--- src/common/dcache_pkg.sv ---
// --------------------
// data cache package
// geometry, vector types, port structs and controller states
// --------------------
`default_nettype none

package dcache_pkg;

    // --------------------
    // geometry
    // --------------------
    localparam int DCACHE_WAYS        = 2;
    localparam int DCACHE_SETS        = 16;
    localparam int DCACHE_LINE_WIDTH  = 128;
    localparam int WORD_WIDTH         = 64;
    localparam int WORDS_PER_LINE     = 2;
    // byte offset within a line, then set bits on top
    localparam int DCACHE_BYTE_OFFSET = 4;
    localparam int DCACHE_INDEX_WIDTH = 8;
    localparam int DCACHE_TAG_WIDTH   = 24;
    localparam int ADDR_WIDTH         = 32;

    // --------------------
    // vector types
    // --------------------
    typedef logic [WORD_WIDTH-1:0]         word_t;
    typedef logic [WORD_WIDTH/8-1:0]       be_t;
    typedef logic [DCACHE_LINE_WIDTH-1:0]  line_t;
    typedef logic [DCACHE_TAG_WIDTH-1:0]   tag_t;
    typedef logic [DCACHE_INDEX_WIDTH-1:0] index_t;
    typedef logic [DCACHE_WAYS-1:0]        way_vec_t;
    typedef logic [ADDR_WIDTH-1:0]         addr_t;

    // --------------------
    // port structs
    // --------------------
    // core request, held by the core until gnt
    typedef struct packed {
        logic   req;
        logic   we;
        be_t    be;
        index_t index;
        tag_t   tag;
        word_t  wdata;
    } core_req_t;

    typedef struct packed {
        logic  gnt;
        logic  rvalid;
        word_t rdata;
    } core_rsp_t;

    typedef struct packed {
        logic  valid;
        logic  we;
        addr_t addr;
        be_t   be;
        word_t wdata;
    } mem_req_t;

    typedef struct packed {
        logic  gnt;
        logic  rvalid;
        word_t rdata;
    } mem_rsp_t;

    // bypass set means one word, otherwise a full line refill
    typedef struct packed {
        logic  valid;
        logic  bypass;
        logic  we;
        addr_t addr;
        be_t   be;
        word_t wdata;
    } miss_req_t;

    typedef enum logic [2:0] {
        IDLE,
        WAIT_LOOKUP,
        STORE_REQ,
        WAIT_MISS_GNT,
        WAIT_REFILL
    } ctrl_state_e;

endpackage

`default_nettype wire

--- src/cache_ctrl/cache_ctrl.sv ---
// --------------------
// data cache controller
// sequences lookup, store update, refill and bypass for one core port
// --------------------
`default_nettype none

module cache_ctrl (
    input  logic                                       clk_i,
    input  logic                                       rst_ni,
    input  logic                                       bypass_i,
    input  dcache_pkg::core_req_t                      core_req_i,
    output dcache_pkg::core_rsp_t                      core_rsp_o,
    output logic                                       busy_o,
    output logic                                       hit_o,
    // array side
    output logic                                       arr_req_o,
    output logic                                       arr_we_o,
    output dcache_pkg::way_vec_t                       arr_way_o,
    output dcache_pkg::index_t                         arr_index_o,
    output dcache_pkg::line_t                          arr_wdata_o,
    output logic [dcache_pkg::DCACHE_LINE_WIDTH/8-1:0] arr_be_o,
    input  logic                                       arr_hit_i,
    input  dcache_pkg::line_t                          arr_line_i,
    // miss unit side
    output dcache_pkg::miss_req_t                      miss_req_o,
    input  logic                                       miss_gnt_i,
    input  logic                                       miss_done_i,
    input  dcache_pkg::line_t                          refill_line_i
);
    import dcache_pkg::*;

    ctrl_state_e state_q, state_d;
    core_req_t   req_q, req_d;
    logic        bypass_q, bypass_d;
    // which 64-bit word of the line the access targets
    logic [$clog2(WORDS_PER_LINE)-1:0] word_off;

    function automatic word_t pick_word(line_t line, logic [$clog2(WORDS_PER_LINE)-1:0] off);
        return line[off*WORD_WIDTH +: WORD_WIDTH];
    endfunction

    assign busy_o   = (state_q != IDLE);
    assign word_off = req_q.index[DCACHE_BYTE_OFFSET-1:3];

    // --------------------
    // controller FSM
    // --------------------
    always_comb begin
        state_d    = state_q;
        req_d      = req_q;
        bypass_d   = bypass_q;
        core_rsp_o = '0;
        hit_o      = 1'b0;
        // array defaults, store data replicated into every word slot
        arr_req_o   = 1'b0;
        arr_we_o    = 1'b0;
        arr_way_o   = '0;
        arr_index_o = req_q.index;
        arr_wdata_o = {WORDS_PER_LINE{req_q.wdata}};
        arr_be_o    = '0;
        // stores always go out as single words
        miss_req_o.valid  = 1'b0;
        miss_req_o.bypass = bypass_q | req_q.we;
        miss_req_o.we     = req_q.we;
        miss_req_o.addr   = {req_q.tag, req_q.index};
        miss_req_o.be     = req_q.be;
        miss_req_o.wdata  = req_q.wdata;

        case (state_q)
            IDLE: begin
                if (core_req_i.req) begin
                    req_d    = core_req_i;
                    bypass_d = bypass_i;
                    // loads are accepted at once, stores granted on completion
                    core_rsp_o.gnt = !core_req_i.we;
                    if (bypass_i) begin
                        state_d = WAIT_MISS_GNT;
                    end else begin
                        // speculative array read in the accept cycle
                        arr_req_o   = 1'b1;
                        arr_index_o = core_req_i.index;
                        state_d     = WAIT_LOOKUP;
                    end
                end
            end

            WAIT_LOOKUP: begin
                if (arr_hit_i) begin
                    hit_o = 1'b1;
                    if (req_q.we) begin
                        state_d = STORE_REQ;
                    end else begin
                        core_rsp_o.rvalid = 1'b1;
                        core_rsp_o.rdata  = pick_word(arr_line_i, word_off);
                        state_d           = IDLE;
                    end
                end else begin
                    // load refills, store goes to memory only
                    state_d = WAIT_MISS_GNT;
                end
            end

            STORE_REQ: begin
                // update the hit way, the array narrows the mask
                arr_req_o = 1'b1;
                arr_we_o  = 1'b1;
                arr_way_o = '1;
                arr_be_o[word_off*(WORD_WIDTH/8) +: WORD_WIDTH/8] = req_q.be;
                // write-through of the same word
                miss_req_o.valid = 1'b1;
                if (miss_done_i) begin
                    core_rsp_o.gnt = 1'b1;
                    state_d        = IDLE;
                end
            end

            WAIT_MISS_GNT: begin
                miss_req_o.valid = 1'b1;
                if (miss_gnt_i) begin
                    if (req_q.we) begin
                        // write done with its memory grant
                        core_rsp_o.gnt = 1'b1;
                        state_d        = IDLE;
                    end else begin
                        state_d = WAIT_REFILL;
                    end
                end
            end

            WAIT_REFILL: begin
                if (miss_done_i) begin
                    core_rsp_o.rvalid = 1'b1;
                    core_rsp_o.rdata  = pick_word(refill_line_i, word_off);
                    // cached loads install the line into the victim way
                    if (!bypass_q) begin
                        arr_req_o   = 1'b1;
                        arr_we_o    = 1'b1;
                        arr_way_o   = '1;
                        arr_wdata_o = refill_line_i;
                        arr_be_o    = '1;
                    end
                    state_d = IDLE;
                end
            end

            default: state_d = IDLE;
        endcase
    end

    // --------------------
    // registers
    // --------------------
    always_ff @(posedge clk_i or negedge rst_ni) begin
        if (!rst_ni) begin
            state_q  <= IDLE;
            bypass_q <= 1'b0;
        end else begin
            state_q  <= state_d;
            bypass_q <= bypass_d;
        end
    end

    // accepted request payload
    always_ff @(posedge clk_i) begin
        req_q <= req_d;
    end

endmodule

`default_nettype wire

--- config.mk ---
export PLATFORM = sky130hd
export DESIGN_NAME = cache_ctrl
export DESIGN_NICKNAME = d
export VERILOG_FILES = /design/src/common/dcache_pkg.sv /design/src/cache_ctrl/cache_ctrl.sv
export SDC_FILE = /design/constraint.sdc
export NUM_CORES = 1
export LEC_CHECK = 0
export BUFFER_PORTS_ARGS = -buffer_cell sky130_fd_sc_hd__buf_2
export CAP_MARGIN = 20
export CORE_AREA = 4 4 271 273
export DETAILED_ROUTE_END_ITERATION = 8
export DIE_AREA = 0 0 275 277
export PLACE_DENSITY = 0.32
export REMOVE_ABC_BUFFERS = 1
export SYNTH_ARGS = -nofsm -noshare
export SYNTH_HDL_FRONTEND = slang
export SYNTH_SLANG_ARGS = --single-unit
--- constraint.sdc ---
create_clock -name clk_i -period 16.2 [get_ports clk_i]
set_input_delay 1.62 -clock clk_i [delete_from_list [all_inputs] [get_ports clk_i]]
set_output_delay 1.62 -clock clk_i [all_outputs]
set_load 0.01 [all_outputs]
==> run summary, run 1 <==
Status = complete, no violations
Final Critical Period = 6105 ps
Synth Cell Area = 7143 um2
Slew HR = 30.92%
DR WL/cell = 18.31 um
FILL cells = 8053
Final period util = 37.69%
Met3 Usage GRT = 2.998%
Crit path required time = 14580 ps
Final cell count without fillers = 2169
Crit-path most repeated cell = buf_2
Global-route wire length before repair = 53890 um
Dpl cells = 2145
Via density = 3.465
Hold Path Class = reg2reg
CP max stage cell = buf_4
Worst Skew = 17.95 ps
Hold Buf Count CTS = 0
Placeable Area = 71120 um2
Largest net degree at the start of global routing = 64
Die Span X = 275 um
Most common cell after layout, fill and taps aside = buf_2
CTS Sinks = 109
Worst-Margin Slew = 1036 ps
Worst-path maximum fanout = 63
Leak = 0.005724 uW
Fin area = 11950 um2
RSZ-0062 raised after global routing = no
Fraction of layout cells with a size suffix above 1 = 67.80%
Final Setup Violations = 0
Max VDD drop = 0.00005176 V
Row cnt = 98
Critical Path End Type = primary output
Pre-CTS WS = 9997 ps
P&R area growth vs syn = 67.33%
Post-route setup slack = 10090 ps
Area leader, netlist = edfxtp_1
Synthesized instance count = 538
Starting Density = 10.04%
Register area share after synthesis = 45.54%
Final Util = 16.81%
Global-route usage over all layers = 9.673%
#FFs+latches synth = 109
DIE HEIGHT = 277 um
F_max = 163.8 MHz
GR Layer Usage met2 = 18.05%
Pre-antenna DRT Iters = 4
Vias in the first global route = 7682
Setup Buffers After CTS = 0
Vias after detailed routing = 7515
Root Buffer Master = clkbuf_16
Placed instance area = 11620 um2
Final hold vios = 0
Post-DRT Antenna Nets = 0
CTS resizes = 0
Gr ovfl total = 0
CP cell instances = buf_2 -> nand4bb_4 -> nor2_8 -> buf_4 -> mux2_2 -> buf_2
Io pins = 699
Syn_area_per_cell = 13.28 um2
Crit path largest cell delay = 720 ps
Crit path kind = in2out
Pwr/cell area = 106.3 nW/um2
Synth top area share = 44.14%
DR iter-0 viols = 262
Register area = 3253 um2
Max-cap viol count = 0
Crit start category = input pin
Slew Limit Fails = 0
Hpwl dp = 32520 um
Setup TNS = 0 ps
Layout Nets = 1574
Cell variety after synth = 34
Layer with the highest usage = met2
Routed WL = 39710 um
Area of the die = 76180 um2
Yosys warnings = 0
CTS H-tree depth = 3
Synth area leaders = edfxtp_1 44%, mux2i_1 18%, mux2_2 15%
Met1 Use GR = 10.17%
I/O Buffers = 698
CP Data Arrival Time = 4490 ps
Reg clk slew, reported paths = 100 ps
GP Congestion = 0.8212
Num CTS Buffers = 9
Latest clock arrival within the worst-skew pair = 400 ps
Most frequent cells in the layout = 698 x buf_2, 129 x mux2i_1, 105 x edfxtp_1, 92 x mux2_2, 66 x o22ai_1
Antenna violations before repair = 9
Area occupied by multi-input gates = 3607 um2
CTS tree = built
CTS Buffer Depth = 2
Drc violations = 0
-- synth_stat cells, drive strengths merged --
master	count
a31o	1
a21o	16
o22ai	66
nand2	1
mux2i	129
nor3b	1
a31oi	1
a22o	1
nand3	2
clkbuf	8
nand2b	3
a2111oi	1
nor2	3
dfrtp	4
o21a	1
or2	1
nand4bb	1
inv	2
or3	1
nor4b	2
buf	42
a211oi	2
nor4	1
and3	1
edfxtp	105
nor2b	4
mux2	136
nor3	2
-- flip-flops by register name, summed over array words and instances, names as in the netlist --
name        cells
miss_req_o    105
state_q         3
bypass_q        1
-- layout make-up --
| type | instances | share of cell area (%) |
|---|---|---|
| diodes | 8 | 0.1675 |
| clock buffers | 9 | 1.884 |
| repair buffers | 707 | 29.79 |
| well taps | 950 | 9.945 |
| flip-flops and latches | 109 | 27.22 |
| clock inverters | 7 | 0.7537 |
| multi-input cells | 377 | 30.18 |
| inverters | 2 | 0.06281 |
-- kinds of logic (layout without fill, tap and decap cells) --
logic type,count (synthesis),count (layout),share of synthesized area (%)
muxes,265,265,39.52
other,0,8,0
DFF,109,109,45.54
buffers and inverters,52,725,4.221
AOI/OAI and AO/OA,89,89,8.233
and+or+nand+nor,23,23,2.488
-- path summary, 6_finish.rpt --
check	startpoint	to	slack [ps]	depth (start not counted)
max	miss_done_i	arr_wdata_o[29]	10090	6
min	state_q[2]$_DFFE_PN0P_	state_q[0]$_DFFE_PN0P_	650	1
max reg2reg	state_q[0]$_DFFE_PN0P_	miss_req_o[100]$_DFFE_PP_	13460	3
min reg2reg	state_q[2]$_DFFE_PN0P_	state_q[0]$_DFFE_PN0P_	650	1
max in group asynchronous	rst_ni	state_q[1]$_DFFE_PN0P_	15040	1
min in group asynchronous	rst_ni	bypass_q$_DFFE_PN0P_	1010	1
-- power breakdown --
part           total [uW]  internal, uW  switching (uW)
Sequential            441           387            53.6
Clock                 253           125             128
Combinational         577           253             324
-- routing by layer --
layer | vias up | part of all wire, %
met5 | - | 0.033
met4 | 2 | 2.3
li1 | 3495 | -
met3 | 42 | 8.5
met2 | 404 | 53
met1 | 3572 | 36
-- per-stage QoR --
step	hold slack [ps]	power, uW
global placement	671.4	1042
floorplan	562.0	779.9
detailed placement	649.8	1035
finish	650.4	1271
CTS	652.1	1305
global route	669.2	1354
-- critical path: cells and delay by family --
family	cells	cell delay (ps)
simple gates	2	1320
mux	1	410
buf+inv	3	990
Note: power is estimated with default switching activity, not from simulation.
==> run 2: changes to the inputs <==
- PLACE_DENSITY: 0.32 -> 0.33
- clock period: 16.2 -> 5.45 ns (I/O delays scaled with it)
==> run 2 against run 1 <==
  * Non-clock buffer count unchanged
  * Cell count decreased by 0.23%
  * Setup slack got worse by 8800 ps
  * First-iteration DRC count decreased by 15%
  * Via count decreased by 0.12%
  * Critical endpoint is now arr_wdata_o[125]
==> run summary, run 2 (synthesis gave the netlist of run 1 again) <==
Worst-path maximum fanout = 60 (was 63)
Most common cell after layout, fill and taps aside = buf_2 (unchanged)
I/O Buffers = 698 (unchanged)
DR iter-0 viols = 223 (was 262)
Final cell count without fillers = 2164 (was 2169)
CTS Buffer Depth = 2 (unchanged)
Io pins = 699 (unchanged)
Slew HR = 41.67% (was 30.92%)
Worst Skew = 13.76 ps (was 17.95 ps)
Placed instance area = 11660 um2 (was 11620 um2)
Gr ovfl total = 0 (unchanged)
Row cnt = 98 (unchanged)
Drc violations = 0 (unchanged)
Min-Delay Path Depth = 1 (unchanged)
P&R area growth vs syn = 67.74% (was 67.33%)
DR WL/cell = 18.26 um (was 18.31 um)
Reg clk slew, reported paths = 90 ps (was 100 ps)
Final period util = 75.75%
Max-cap viol count = 0 (unchanged)
Global-route usage over all layers = 9.618% (was 9.673%)
Antenna violations before repair = 10 (was 9)
Num CTS Buffers = 9 (unchanged)
Crit path kind = reg2out (was in2out)
Vias in the first global route = 7943 (was 7682)
Hold path startpoint = core_req_i[64] (was state_q[2]$_DFFE_PN0P_)
Layout Nets = 1574 (unchanged)
CTS H-tree depth = 3 (unchanged)
Worst-Margin Slew = 875.0 ps (was 1036 ps)
Final Critical Period = 4128 ps
Number of flip-flops in the largest register = 105 (unchanged)
CP Data Arrival Time = 3580 ps (was 4490 ps)
Via density = 3.469 (was 3.465)
Final hold vios = 0 (unchanged)
Hpwl dp = 32300 um (was 32520 um)
Vias after detailed routing = 7506 (was 7515)
Leak = 0.005729 uW (was 0.005724 uW)
Pwr/cell area = 312.3 nW/um2 (was 106.3 nW/um2)
F_max = 242.2 MHz
Die Span X = 275 um (unchanged)
Latest clock arrival within the worst-skew pair = 380 ps (was 400 ps)
Routed WL = 39510 um (was 39710 um)
CTS tree = built (unchanged)
Root Buffer Master = clkbuf_16 (unchanged)
Setup Buffers After CTS = 0 (unchanged)
Crit start category = flip-flop (was input pin)
GP Congestion = 0.8111 (was 0.8212)
FILL cells = 8026 (was 8053)
Most frequent cells in the layout = 698 x buf_2, 129 x mux2i_1, 105 x edfxtp_1, 92 x mux2_2, 66 x o22ai_1 (unchanged)
Dpl cells = 2143 (was 2145)
DIE HEIGHT = 277 um (unchanged)
Hold Path Class = in2reg (was reg2reg)
Fin area = 11980 um2 (was 11950 um2)
Reg-to-Reg Start = state_q[0]$_DFFE_PN0P_ (unchanged)
Fraction of layout cells with a size suffix above 1 = 67.71% (was 67.80%)
Placeable Area = 71120 um2 (unchanged)
Critical Path End Type = primary output (unchanged)
Pre-antenna DRT Iters = 5 (was 4)
RSZ-0062 raised after global routing = no (unchanged)
Largest net degree at the start of global routing = 107 (was 64)
Crit path required time = 4910 ps (was 14580 ps)
CTS Sinks = 109 (unchanged)
R2R cell count = 2 (was 3)
Status = complete, no violations (unchanged)
Slew Limit Fails = 0 (unchanged)
Final Setup Violations = 0 (unchanged)
CP startpoint = state_q[0]$_DFFE_PN0P_ (was miss_done_i)
Starting Density = 10.04% (unchanged)
Max VDD drop = 0.0001707 V (was 0.00005176 V)
Area of the die = 76180 um2 (unchanged)
Global-route wire length before repair = 54120 um (was 53890 um)
Post-DRT Antenna Nets = 0 (unchanged)
run 2: cell count changes in the layout (fill, tap and decap cells not counted):
| cell | previous run | this run |
|---|---|---|
| bufinv_16 | 1 | 0 |
| clkbuf_1 | 0 | 1 |
| inv_8 | 2 | 1 |
| buf_12 | 0 | 5 |
| diode_2 | 8 | 3 |
| buf_4 | 9 | 2 |
| clkinv_1 | 1 | 0 |
| inv_6 | 2 | 3 |
| clkbuf_4 | 0 | 1 |
| dlygate4sd3_1 | 0 | 1 |
| clkinv_4 | 0 | 1 |
run 2: final cells by class:
| type | instances | area (um2) | area share, % |
|---|---|---|---|
| timing repair buffer | 707 | 3626 | 30.26 |
| antenna | 3 | 7.507 | 0.06266 |
| clock buffer | 10 | 229.0 | 1.911 |
| multi-input combinational | 377 | 3607 | 30.11 |
| sequential | 109 | 3253 | 27.15 |
| clock inverter | 6 | 62.56 | 0.5221 |
| inverter | 2 | 7.507 | 0.06266 |
| tap | 950 | 1189 | 9.921 |
run 2: metal layers:
metal / global-route usage, % / part of all wire, % / vias to the layer above
li1: - / - / 3487
met1: 9.689 / 35 / 3557
met2: 18.14 / 53 / 396
met3: 3.379 / 9.3 / 54
met4: 3.401 / 2.7 / 12
met5: 0 / 0.18 / -
run 2: critical path, stage by stage (launching register included):
cell       delay (ps)
dfrtp_1           590
nand4bb_4         890
nor2_8            680
buf_12            330
mux2_1            420
buf_2             170
run 2: power by group:
part	switching, uW	leakage [uW]	internal, uW	total (uW)
clock	384	0.000143	325	709
combinational	960	0.00457	760	1720
sequential	162	0.00102	1150	1310
total	1510	0.00573	2240	3740
run 2: stage by stage:
step / total power, uW / setup TNS (ps) / hold WS (ps) / util [%] / worst slack [ps]
after floorplan: 2318 / -743240 / 249.4 / - / -7377
after global placement: 3089 / 0 / 356.2 / 16.40 / 1746
after detailed placement: 3078 / 0 / 360.2 / 16.40 / 1709
after CTS: 3837 / 0 / 263.6 / 16.83 / 1241
after global routing: 3996 / 0 / 269.1 / 16.84 / 1089
final: 3742 / 0 / 321.3 / 16.85 / 1322
run 2: timing repair:
action / 4_1_cts / 5_1_grt
endpoints found under the setup margin: 0 / 0
hold buffers: 1 / 0
hold endpoints to repair: 4 / 0
resized for setup: 0 / 0
run 2: worst paths after layout:
path | end | slack [ps]
setup / recovery | arr_wdata_o[125] | 1320
hold / removal | miss_req_o[80]$_DFFE_PP_ | 320
setup reg to reg | miss_req_o[40]$_DFFE_PP_ | 3340
hold reg to reg | state_q[0]$_DFFE_PN0P_ | 650
max in group asynchronous | state_q[0]$_DFFE_PN0P_ | 4820
min in group asynchronous | bypass_q$_DFFE_PN0P_ | 500
