### config.mk
export PLATFORM = sky130hd
export DESIGN_NAME = miss_unit
export DESIGN_NICKNAME = d
export VERILOG_FILES = /design/src/common/dcache_pkg.sv /design/src/logic/miss_unit.sv
export SDC_FILE = /design/constraint.sdc
export NUM_CORES = 1
export LEC_CHECK = 0
export ABC_CLOCK_PERIOD_IN_PS = 4970
export BUFFER_PORTS_ARGS = -buffer_cell sky130_fd_sc_hd__buf_4
export CAP_MARGIN = 20
export CELL_PAD_IN_SITES_DETAIL_PLACEMENT = 0
export CELL_PAD_IN_SITES_GLOBAL_PLACEMENT = 1
export CORE_AREA = 5 5 155 157
export CTS_BUF_LIST = sky130_fd_sc_hd__clkbuf_8 sky130_fd_sc_hd__clkbuf_16
export CTS_CLUSTER_DIAMETER = 200
export CTS_CLUSTER_SIZE = 14
export DETAILED_ROUTE_END_ITERATION = 8
export DIE_AREA = 0 0 160 162
export PLACE_DENSITY_LB_ADDON = 0.1
export SYNTH_ARGS = -nofsm -noshare
export SYNTH_HDL_FRONTEND = slang
export SYNTH_SLANG_ARGS = --single-unit
### constraint.sdc
create_clock -name clk_i -period 4.97 [get_ports clk_i]
set_input_delay 0.497 -clock clk_i [delete_from_list [all_inputs] [get_ports clk_i]]
set_output_delay 0.497 -clock clk_i [all_outputs]
set_load 0.01 [all_outputs]
### src/common/dcache_pkg.sv
// --------------------
// data cache package
// geometry, vector types, port structs and controller states
// --------------------
`default_nettype none

package dcache_pkg;

    // --------------------
    // geometry
    // --------------------
    localparam int DCACHE_WAYS        = 2;
    localparam int DCACHE_SETS        = 16;
    localparam int DCACHE_LINE_WIDTH  = 128;
    localparam int WORD_WIDTH         = 64;
    localparam int WORDS_PER_LINE     = 2;
    // byte offset within a line, then set bits on top
    localparam int DCACHE_BYTE_OFFSET = 4;
    localparam int DCACHE_INDEX_WIDTH = 8;
    localparam int DCACHE_TAG_WIDTH   = 24;
    localparam int ADDR_WIDTH         = 32;

    // --------------------
    // vector types
    // --------------------
    typedef logic [WORD_WIDTH-1:0]         word_t;
    typedef logic [WORD_WIDTH/8-1:0]       be_t;
    typedef logic [DCACHE_LINE_WIDTH-1:0]  line_t;
    typedef logic [DCACHE_TAG_WIDTH-1:0]   tag_t;
    typedef logic [DCACHE_INDEX_WIDTH-1:0] index_t;
    typedef logic [DCACHE_WAYS-1:0]        way_vec_t;
    typedef logic [ADDR_WIDTH-1:0]         addr_t;

    // --------------------
    // port structs
    // --------------------
    // core request, held by the core until gnt
    typedef struct packed {
        logic   req;
        logic   we;
        be_t    be;
        index_t index;
        tag_t   tag;
        word_t  wdata;
    } core_req_t;

    typedef struct packed {
        logic  gnt;
        logic  rvalid;
        word_t rdata;
    } core_rsp_t;

    typedef struct packed {
        logic  valid;
        logic  we;
        addr_t addr;
        be_t   be;
        word_t wdata;
    } mem_req_t;

    typedef struct packed {
        logic  gnt;
        logic  rvalid;
        word_t rdata;
    } mem_rsp_t;

    // bypass set means one word, otherwise a full line refill
    typedef struct packed {
        logic  valid;
        logic  bypass;
        logic  we;
        addr_t addr;
        be_t   be;
        word_t wdata;
    } miss_req_t;

    typedef enum logic [2:0] {
        IDLE,
        WAIT_LOOKUP,
        STORE_REQ,
        WAIT_MISS_GNT,
        WAIT_REFILL
    } ctrl_state_e;

endpackage

`default_nettype wire

### src/logic/miss_unit.sv
// --------------------
// miss unit
// line refills and single-word memory accesses
// --------------------
`default_nettype none

module miss_unit (
    input  logic                  clk_i,
    input  logic                  rst_ni,
    input  dcache_pkg::miss_req_t miss_req_i,
    output logic                  miss_gnt_o,
    output logic                  miss_done_o,
    output dcache_pkg::line_t     refill_line_o,
    output dcache_pkg::mem_req_t  mem_req_o,
    input  dcache_pkg::mem_rsp_t  mem_rsp_i
);
    import dcache_pkg::*;

    typedef enum logic [1:0] {
        MU_IDLE,
        MU_REQ,
        MU_DATA
    } mu_state_e;

    mu_state_e state_q, state_d;
    miss_req_t req_q;
    line_t     line_q;
    logic      done_q, done_d;
    logic [$clog2(WORDS_PER_LINE)-1:0] beat_q, beat_d, slot;

    // word aligned address of one slot in the line
    function automatic addr_t word_addr(addr_t a, logic [$clog2(WORDS_PER_LINE)-1:0] w);
        return {a[ADDR_WIDTH-1:DCACHE_BYTE_OFFSET], w, 3'b000};
    endfunction

    // single words return into their own slot
    assign slot          = req_q.bypass ? req_q.addr[DCACHE_BYTE_OFFSET-1:3] : beat_q;
    assign refill_line_o = line_q;

    always_comb begin
        state_d     = state_q;
        beat_d      = beat_q;
        done_d      = 1'b0;
        miss_gnt_o  = 1'b0;
        miss_done_o = done_q;
        mem_req_o   = '0;
        case (state_q)
            MU_IDLE: begin
                // first access goes out straight from the request
                mem_req_o.valid = miss_req_i.valid;
                mem_req_o.we    = miss_req_i.we;
                mem_req_o.addr  = word_addr(miss_req_i.addr, miss_req_i.bypass ?
                                            miss_req_i.addr[DCACHE_BYTE_OFFSET-1:3] : '0);
                mem_req_o.be    = miss_req_i.bypass ? miss_req_i.be : '1;
                mem_req_o.wdata = miss_req_i.wdata;
                if (miss_req_i.valid && mem_rsp_i.gnt) begin
                    miss_gnt_o = 1'b1;
                    beat_d     = '0;
                    if (miss_req_i.we) begin
                        miss_done_o = 1'b1;
                    end else begin
                        state_d = MU_DATA;
                    end
                end
            end
            MU_REQ: begin
                mem_req_o.valid = 1'b1;
                mem_req_o.addr  = word_addr(req_q.addr, beat_q);
                mem_req_o.be    = '1;
                if (mem_rsp_i.gnt) begin
                    state_d = MU_DATA;
                end
            end
            MU_DATA: begin
                if (mem_rsp_i.rvalid) begin
                    if (req_q.bypass || beat_q == WORDS_PER_LINE - 1) begin
                        done_d  = 1'b1;
                        state_d = MU_IDLE;
                    end else begin
                        beat_d  = beat_q + 1'b1;
                        state_d = MU_REQ;
                    end
                end
            end
            default: state_d = MU_IDLE;
        endcase
    end

    always_ff @(posedge clk_i or negedge rst_ni) begin
        if (!rst_ni) begin
            state_q <= MU_IDLE;
            beat_q  <= '0;
            done_q  <= 1'b0;
        end else begin
            state_q <= state_d;
            beat_q  <= beat_d;
            done_q  <= done_d;
        end
    end

    // request copy and line buffer
    always_ff @(posedge clk_i) begin
        if (miss_gnt_o) begin
            req_q <= miss_req_i;
        end
        if (state_q == MU_DATA && mem_rsp_i.rvalid) begin
            line_q[slot*WORD_WIDTH +: WORD_WIDTH] <= mem_rsp_i.rdata;
        end
    end

endmodule

`default_nettype wire

==> metrics.yaml, run 1 <==
cts_root_buf: "clkbuf_16"
die_area_sq_um: 25920
hold_slack_ns: 0.2514
syn_inst: 488
r2r_setup_slack_ns: 2.17
drc: 0
htreeDepth: 4
grt_util_all_layers_pct: 16.44
clock-sinks: 162
startpoint_type: "flip-flop"
crit_type: "reg2reg"
clock_skew_ns: 0.01368
yosysMostFrequentCell: "edfxtp_1"
synthTopCellsByCount: "158 x edfxtp_1, 128 x and2_1, 65 x nor2b_1, 50 x nor2_1, 28 x mux2i_1"
grt_start_max_net_pins: 130
setup_viol: 0
wire_per_inst_um: 18.58
dr.first_iter.drc_count: 211
synth.avg_cell_area_sq_um: 13.97
startpoint: "state_q[0]$_DFFE_PN0P_"
grt_pass1_wl_mm: 32.33
rows: 55
final_cells: 1185
cp_max_fo: 39
maxCapViolCount: 0
setup_tns_ns: 0
core-area_sq_um: 22370
async_flop_share_pct: 2.469
cpPeakStageDelay_ns: 0.76
ir_worst_vdd_uv: 179.4
ys_seq_elements: 162
synth_edf_count: 158
vias_per_cell: 4.340
crit_required_ns: 5.02
reg2reg_depth: 3
r2r-start: "state_q[0]$_DFFE_PN0P_"
die_h_um: 162
hold_class: "in2reg"
r2r-end: "refill_line_o[13]$_DFFE_PP_"
hold_buffers: 1
max-slew-margin-rel_pct: 32.45
endpoint: "refill_line_o[13]$_DFFE_PP_"
worstSetupEndpointType: "flip-flop"
synth_top_area_share_pct: 69.58
p_leak_uw: 0.004494
power_density_nw_per_um2: 351.4
io_pins: 411
period_needed_ns: 2.800
synth_area_sq_um: 6819
fin_crit_sh_pct: 56.34
cp_num_cells: 3
num_vias: 5143
cts_buffer_depth: 2
synth.area.top_cells: "edfxtp_1 70%, and2_1 12%, nor2b_1 6.0%"
yosysWarnings: 0
tightest_slew_ns: 1.013
crit_buf_inv: 1
worst_path_dominant_cell_family: "simple AND/OR/NAND/NOR gates"
rsz0062_at_grt: "false"
cts-resized-gates: 0
dp_hpwl_mm: 16.89
start_util_pct: 30.49
postCtsSetupBuffers: 0
status: "complete, no violations"
clk-insertion-delay-late_ns: 0.42
clkTransAtPathRegs_ns: 0.07
place_inst: 1152
drt-pass1-iter-count: 4
cpMaxStageDelayCell: "dfrtp_2"
dieWidth_um: 160
grt_pass1_vias: 5560
antenna_cells: 0
finalHoldViolCount: 0
yosysSeqAreaShare_pct: 71.05
cts_buffers: 17
place_congestion: 0.7931
grt_overflow: 0
drive_gt1_share_pct: 49.78
yosysTopAreaCell: "edfxtp_1"
layout.nets: 1063
ant_nets: 0
cts_tree: "built"
slew_violations: 0
crit_path_cell_trace: "nor2b_1, and3_2, buf_4"
cp.arrival_ns: 2.85
syn2layout_area_growth_pct: 57.82
port_buffers: 404
antenna_found_initial: 0
synth-main-ff-cell: "edfxtp_1"
max_freq_ghz: 0.3571
routed_wl_mm: 22.01
synth.distinct_cells: 22
[cells in the final DEF, fill, tap and decap left out]
| master | instances |
|---|---|
| a21oi_1 | 2 |
| a31o_2 | 1 |
| and2_1 | 128 |
| and3_2 | 1 |
| buf_16 | 1 |
| buf_4 | 410 |
| bufinv_16 | 3 |
| clkbuf_16 | 17 |
| clkinv_2 | 1 |
| clkinv_4 | 1 |
| clkinvlp_4 | 3 |
| conb_1 | 3 |
| dfrtp_1 | 3 |
| dfrtp_2 | 1 |
| dlygate4sd3_1 | 1 |
| edfxtp_1 | 158 |
| inv_1 | 3 |
| inv_6 | 3 |
| inv_8 | 2 |
| mux2i_1 | 28 |
| mux2i_4 | 1 |
| nand2_1 | 4 |
| nand2b_1 | 2 |
| nand3b_1 | 2 |
| nor2_1 | 49 |
| nor2_2 | 1 |
| nor2_4 | 1 |
| nor2b_1 | 65 |
| nor3_1 | 1 |
| nor3_2 | 1 |
| o2bb2ai_1 | 2 |
| o31ai_1 | 1 |
[worst min path at each step]
stage	slack, ns	endpoint	from	cells after the start
4_1_cts	0.23	req_q[100]$_DFFE_PP_	miss_req_i[100]	1
3_5_place_dp	0.30	beat_q$_DFFE_PN0P_	rst_ni	1
2_1_floorplan	0.20	beat_q$_DFFE_PN0P_	rst_ni	0
6_report	0.25	req_q[100]$_DFFE_PP_	miss_req_i[100]	1
5_1_grt	0.22	req_q[87]$_DFFE_PP_	miss_req_i[87]	1
3_3_place_gp	0.30	beat_q$_DFFE_PN0P_	rst_ni	1
[registers in the layout (all words and copies together) (netlist names)]
name	count
state_q	2
done_q	1
refill_line_o	128
req_q	30
beat_q	1
[final cells by class]
class | count | area (sq um)
fillers | 2054 | 11600
repair buffers | 412 | 3115
flip-flops and latches | 162 | 4846
well taps | 285 | 356.6
clock buffers | 17 | 425.4
multi-input cells | 293 | 1832
inverters | 2 | 7.507
clock inverters | 14 | 178.9
[per-layer routing]
metal	GRT usage [%]	vias up	wire length (um)
met5	0	-	0
met4	6.492	0	610
met3	7.460	33	2214
met2	29.46	254	11690
met1	16.75	2404	7496
li1	-	2452	-
[report_power, final]
| group | total (uW) | switching (uW) | internal [uW] |
|---|---|---|---|
| combinational | 807 | 392 | 415 |
| sequential | 1630 | 32.7 | 1600 |
| clock | 1340 | 547 | 797 |
[metrics by stage]
stage,setup WS [ns],utilization (%),total power [uW],instance area [sq um]
2_1_floorplan,0.8905,-,2035,6827
3_3_place_gp,2.106,45.25,2463,10120
3_5_place_dp,2.093,45.25,2476,10120
4_1_cts,2.075,47.99,3831,10730
5_1_grt,1.932,48.12,3972,10760
6_report,2.170,48.12,3782,10760
[cell families (layout without fill, tap and decap cells)]
kind of cell / Yosys count / after routing / synth area share, %
AND/OR/NAND/NOR: 255 / 255 / 21.41
flip-flops: 162 / 162 / 71.05
buffers and inverters: 35 / 445 / 2.532
multiplexers: 29 / 29 / 4.312
AO/OA/AOI/OAI: 6 / 6 / 0.6423
other: 1 / 3 / 0.05499
No activity file was read; power rests on OpenSTA's default activity.
==> run 2, diff against run 1 <==
--- a/config.mk
+++ b/config.mk
@@ -5,17 +5,17 @@
 export SDC_FILE = /design/constraint.sdc
 export NUM_CORES = 1
 export LEC_CHECK = 0
-export ABC_CLOCK_PERIOD_IN_PS = 4970
+export ABC_CLOCK_PERIOD_IN_PS = 2410
 export BUFFER_PORTS_ARGS = -buffer_cell sky130_fd_sc_hd__buf_4
 export CAP_MARGIN = 20
 export CELL_PAD_IN_SITES_DETAIL_PLACEMENT = 0
 export CELL_PAD_IN_SITES_GLOBAL_PLACEMENT = 1
-export CORE_AREA = 5 5 155 157
+export CORE_MARGIN = 5
+export CORE_UTILIZATION = 29
 export CTS_BUF_LIST = sky130_fd_sc_hd__clkbuf_8 sky130_fd_sc_hd__clkbuf_16
 export CTS_CLUSTER_DIAMETER = 200
 export CTS_CLUSTER_SIZE = 14
 export DETAILED_ROUTE_END_ITERATION = 8
-export DIE_AREA = 0 0 160 162
 export PLACE_DENSITY_LB_ADDON = 0.1
 export SYNTH_ARGS = -nofsm -noshare
 export SYNTH_HDL_FRONTEND = slang
==> constraint.sdc (replaced) <==
create_clock -name clk_i -period 2.41 [get_ports clk_i]
set_input_delay 0.241 -clock clk_i [delete_from_list [all_inputs] [get_ports clk_i]]
set_output_delay 0.241 -clock clk_i [all_outputs]
set_load 0.01 [all_outputs]
==> run 2 against run 1 <==
Against the previous run: combinational power up 110%; clock power up 110%; clock-buffer cell count did not move; sequential power is 110% higher; register-to-register slack worse by 1.7 ns.
==> metrics.yaml, run 2 (same netlist as run 1, synthesis figures left out) <==
postCtsSetupBuffers: 0
largest_register_ffs: 128
fin_crit_sh_pct: 91.58
ant_nets: 0
p_leak_uw: 0.004624
multiInputGateArea_sq_um: 1838
drt-pass1-iter-count: 4
htreeDepth: 4
cp_max_fo: 64
min-delay-start: "miss_req_i[105]"
max_freq_ghz: 0.4531
cts_root_buf: "clkbuf_16"
clk-insertion-delay-late_ns: 0.42
vias_per_cell: 4.215
worstSetupEndpointType: "output pin"
crit_required_ns: 2.17
start_util_pct: 29.23
max-slew-margin-rel_pct: 66.23
crit_type: "reg2out"
grt_pass1_wl_mm: 32.57
final_cell_mix: "408 x buf_4, 158 x edfxtp_1, 128 x and2_1, 65 x nor2b_1, 49 x nor2_1"
clkTransAtPathRegs_ns: 0.06
dieWidth_um: 163.3
clock-sinks: 162
clock_skew_ns: 0.009904
core-area_sq_um: 23330
ir_worst_vdd_uv: 402.4
layout_commonest_cell: "buf_4"
antenna_found_initial: 0
grt_pass1_vias: 5484
status: "complete, no violations"
r2r-start: "state_q[1]$_DFFE_PN0P_"
slew_violations: 0
grt_start_max_net_pins: 129
port_buffers: 404
cp.arrival_ns: 1.97
antenna_cells: 0
maxCapViolCount: 0
drive_gt1_share_pct: 48.28
num_vias: 5265
routed_wl_mm: 23.09
syn2layout_area_growth_pct: 63.19
register_area_sq_um: 4846
dr.first_iter.drc_count: 210
power_uw: 7828
startpoint: "state_q[0]$_DFFE_PN0P_"
die_area_sq_um: 26680
cts_buffer_depth: 2
cts-resized-gates: 0
setup_viol: 0
hold_slack_ns: 0.03983
place_congestion: 0.8387
period_needed_ns: 2.207
setup_tns_ns: 0
layout.nets: 1093
fill_cells: 2187
die_h_um: 163.3
rsz0062_at_grt: "false"
hold_class: "in2reg"
worst_slack_ns: 0.2030
wire_per_inst_um: 18.48
drc: 0
power_density_nw_per_um2: 703.4
cts_buffers: 17
startpoint_type: "flip-flop"
grt_util_all_layers_pct: 16.47
dp_hpwl_mm: 17.73
grt_overflow: 0
tightest_slew_ns: 0.5049
finalHoldViolCount: 0
place_ws_ns: 0.4952
io_pins: 411
rows: 56
cts_tree: "built"
## run 2: metal layers
metal / wire length, um / GRT usage [%] / vias to the layer above
li1: - / - / 2513
met1: 7902 / 16.76 / 2496
met2: 12830 / 31.75 / 240
met3: 2128 / 6.359 / 16
met4: 227 / 3.507 / 0
met5: 0 / 0 / -
## run 2: through the flow
step / util, % / cell area, sq um / cells
floorplan: - / 6847 / 490
global placement: 43.86 / 10230 / 1188
detailed placement: 43.86 / 10230 / 1188
CTS: 47.61 / 11110 / 1247
global route: 47.69 / 11130 / 1249
finish: 47.69 / 11130 / 1249
## run 2: path summary, 6_finish.rpt
kind,end,slack (ns),cells after the start
max reg2reg,refill_line_o[78]$_DFFE_PP_,0.50,4
min,req_q[105]$_DFFE_PP_,0.04,1
max in group asynchronous,state_q[0]$_DFFE_PN0P_,2.11,2
min reg2reg,state_q[0]$_DFFE_PN0P_,0.57,1
max,mem_req_o[21],0.20,5
min in group asynchronous,state_q[1]$_DFFE_PN0P_,0.18,2
## run 2: report_power, final
group	total [uW]	switching [uW]	internal, uW
Clock	2750	1180	1560
Sequential	3350	53.3	3290
Combinational	1730	843	891
Total	7830	2080	5750
## run 2: repair_timing
action / 4_1_cts / 5_1_grt
setup endpoints to repair: 0 / 0
hold endpoints to repair: 31 / 2
hold buffers: 28 / 2
## run 2: area by class of cell
cell class	count	area share, %
Sequential cell	162	43.55
Multi-Input combinational cell	293	16.52
Clock buffer	17	3.823
Timing Repair Buffer	442	30.94
Tap cell	319	3.587
Clock inverter	14	1.518
Inverter	2	0.06746
## run 2: worst max-delay path, stage by stage (launching register included)
cell and delay, ns:
dfrtp_2 0.44, buf_4 0.23, nor2_2 0.12, buf_4 0.40, and2_1 0.21, buf_4 0.13
==> run 3, diff against run 2 <==
--- a/config.mk
+++ b/config.mk
@@ -5,7 +5,6 @@
 export SDC_FILE = /design/constraint.sdc
 export NUM_CORES = 1
 export LEC_CHECK = 0
-export ABC_CLOCK_PERIOD_IN_PS = 2410
 export BUFFER_PORTS_ARGS = -buffer_cell sky130_fd_sc_hd__buf_4
 export CAP_MARGIN = 20
 export CELL_PAD_IN_SITES_DETAIL_PLACEMENT = 0
@@ -14,7 +13,6 @@
 export CORE_UTILIZATION = 29
 export CTS_BUF_LIST = sky130_fd_sc_hd__clkbuf_8 sky130_fd_sc_hd__clkbuf_16
 export CTS_CLUSTER_DIAMETER = 200
-export CTS_CLUSTER_SIZE = 14
 export DETAILED_ROUTE_END_ITERATION = 8
 export PLACE_DENSITY_LB_ADDON = 0.1
 export SYNTH_ARGS = -nofsm -noshare
==> constraint.sdc (replaced) <==
create_clock -name clk_i -period 2.41 [get_ports clk_i]
set_input_delay 0.241 -clock clk_i [delete_from_list [all_inputs] [get_ports clk_i]]
set_output_delay 0.241 -clock clk_i [all_outputs]
set_load 0.1 [all_outputs]
==> run 3 against run 2 <==
Against the previous run: core utilization about the same; global-route usage increased by 0.22 points; largest cell class unchanged; critical path type unchanged; hold slack better by 0.0038 ns; total power rose by 28%; final area about the same; sequential share of layout area is essentially flat; critical endpoint is now mem_req_o[70]; final cell count increased by 0.48%; largest power group is now combinational cells; clock-buffer cell count unchanged; combinational power is 140% higher; highest routed layer unchanged; via count up 1.2%; sequential cell count unchanged.
==> metrics.yaml, run 3 (same netlist as run 1, synthesis figures left out) <==
cts_buffer_depth: 2
placed_cell_area_sq_um: 10260
num_vias: 5326
dp_hpwl_mm: 18.20
setup_tns_ns: 0
finalHoldViolCount: 0
largest_register_ffs: 128
io_pins: 411
antenna_found_initial: 0
dr.first_iter.drc_count: 166
place_inst: 1193
multiInputGateArea_sq_um: 1849
grt_util_all_layers_pct: 16.69
rsz0062_at_grt: "false"
ir_worst_vdd_uv: 558.3
die_area_sq_um: 26680
place_congestion: 0.8974
cp.arrival_ns: 1.97
worst_slack_ns: 0.2018
die_h_um: 163.3
slew_violations: 0
clkTransAtPathRegs_ns: 0.07
setup_viol: 0
place_ws_ns: 0.5938
fin_area_sq_um: 11130
period_needed_ns: 2.208
hold_class: "in2reg"
p_leak_uw: 0.004630
cp_max_fo: 12
grt_start_max_net_pins: 85
final_cell_mix: "414 x buf_4, 158 x edfxtp_1, 128 x and2_1, 65 x nor2b_1, 49 x nor2_1"
max_freq_ghz: 0.4529
maxCapViolCount: 0
dieWidth_um: 163.3
grt_overflow: 0
antenna_cells: 0
core-area_sq_um: 23330
grt_pass1_wl_mm: 33.18
rows: 56
cts_root_buf: "clkbuf_16"
ant_nets: 0
clock_skew_ns: 0.01516
hold_slack_ns: 0.04368
clock-sinks: 162
drive_gt1_share_pct: 48.72
crit_required_ns: 2.17
routed_wl_mm: 23.06
grt_pass1_vias: 5637
status: "complete, no violations"
crit_type: "reg2out"
vias_per_cell: 4.244
clk-insertion-delay-late_ns: 0.43
htreeDepth: 4
fill_cells: 2142
fin_crit_sh_pct: 91.63
worstSetupEndpointType: "output pin"
drc: 0
power_density_nw_per_um2: 903.1
cts_tree: "built"
max-slew-margin-rel_pct: 52.19
layout_commonest_cell: "buf_4"
drt-pass1-iter-count: 4
startpoint_type: "flip-flop"
port_buffers: 404
tightest_slew_ns: 0.7172
register_area_sq_um: 4846
syn2layout_area_growth_pct: 63.17
start_util_pct: 29.23
cts_buffers: 17
layout.nets: 1098
final_cells: 1255
wire_per_inst_um: 18.37
-- run 3: changes by cell type in the layout (fill, tap and decap cells not counted), sizes merged --
| cell | previous run | this run |
|---|---|---|
| clkinv | 3 | 4 |
| inv | 10 | 11 |
| buf | 412 | 417 |
| bufinv | 2 | 0 |
| clkinvlp | 1 | 2 |
-- run 3: worst paths after layout --
check | start | to | slack [ns] | cells past startpoint
hold / removal | miss_req_i[105] | req_q[105]$_DFFE_PP_ | 0.04 | 1
max in group asynchronous | rst_ni | state_q[0]$_DFFE_PN0P_ | 2.08 | 2
setup / recovery | state_q[0]$_DFFE_PN0P_ | mem_req_o[70] | 0.20 | 5
setup reg to reg | req_q[105]$_DFFE_PP_ | refill_line_o[123]$_DFFE_PP_ | 0.64 | 3
min in group asynchronous | rst_ni | beat_q$_DFFE_PN0P_ | 0.21 | 2
hold reg to reg | beat_q$_DFFE_PN0P_ | state_q[0]$_DFFE_PN0P_ | 0.57 | 1
-- run 3: final cells by class --
type / instances / area share [%]
Sequential cell: 162 / 43.55
Tap cell: 319 / 3.587
Timing Repair Buffer: 447 / 31.09
Clock inverter: 15 / 1.259
Clock buffer: 17 / 3.823
Inverter: 2 / 0.06747
Multi-Input combinational cell: 293 / 16.62
-- run 3: per-stage QoR --
| step | total power, uW | util, % |
|---|---|---|
| finish | 10050 | 47.69 |
| detailed placement | 7509 | 43.96 |
| CTS | 10160 | 47.63 |
| global placement | 7478 | 43.96 |
| floorplan | 6576 | - |
| global route | 10430 | 47.69 |
-- run 3: routing by layer --
| layer | vias to the layer above | part of all wire (%) | global-route usage (%) |
|---|---|---|---|
| li1 | 2524 | - | - |
| met4 | 0 | 2.2 | 5.261 |
| met1 | 2534 | 34 | 17.02 |
| met3 | 29 | 9.0 | 6.435 |
| met2 | 239 | 55 | 31.30 |
| met5 | - | 0 | 0 |
-- run 3: critical path, stage by stage, from the launching register on --
cell      delay (ns)
dfrtp_2         0.53
buf_4           0.24
nand2b_1        0.28
nor2_1          0.07
nor2_1          0.11
buf_4           0.31
-- run 3: power breakdown --
part	internal, uW	switching (uW)
Clock	1370	1220
Sequential	3290	54.6
Combinational	915	3200
-- run 3: what timing repair did --
item	in CTS	in global routing
setup endpoints to repair	0	2
endpoints found under the hold margin	32	1
hold buffers	29	1
gates resized for setup	0	1
buffers inserted	0	0
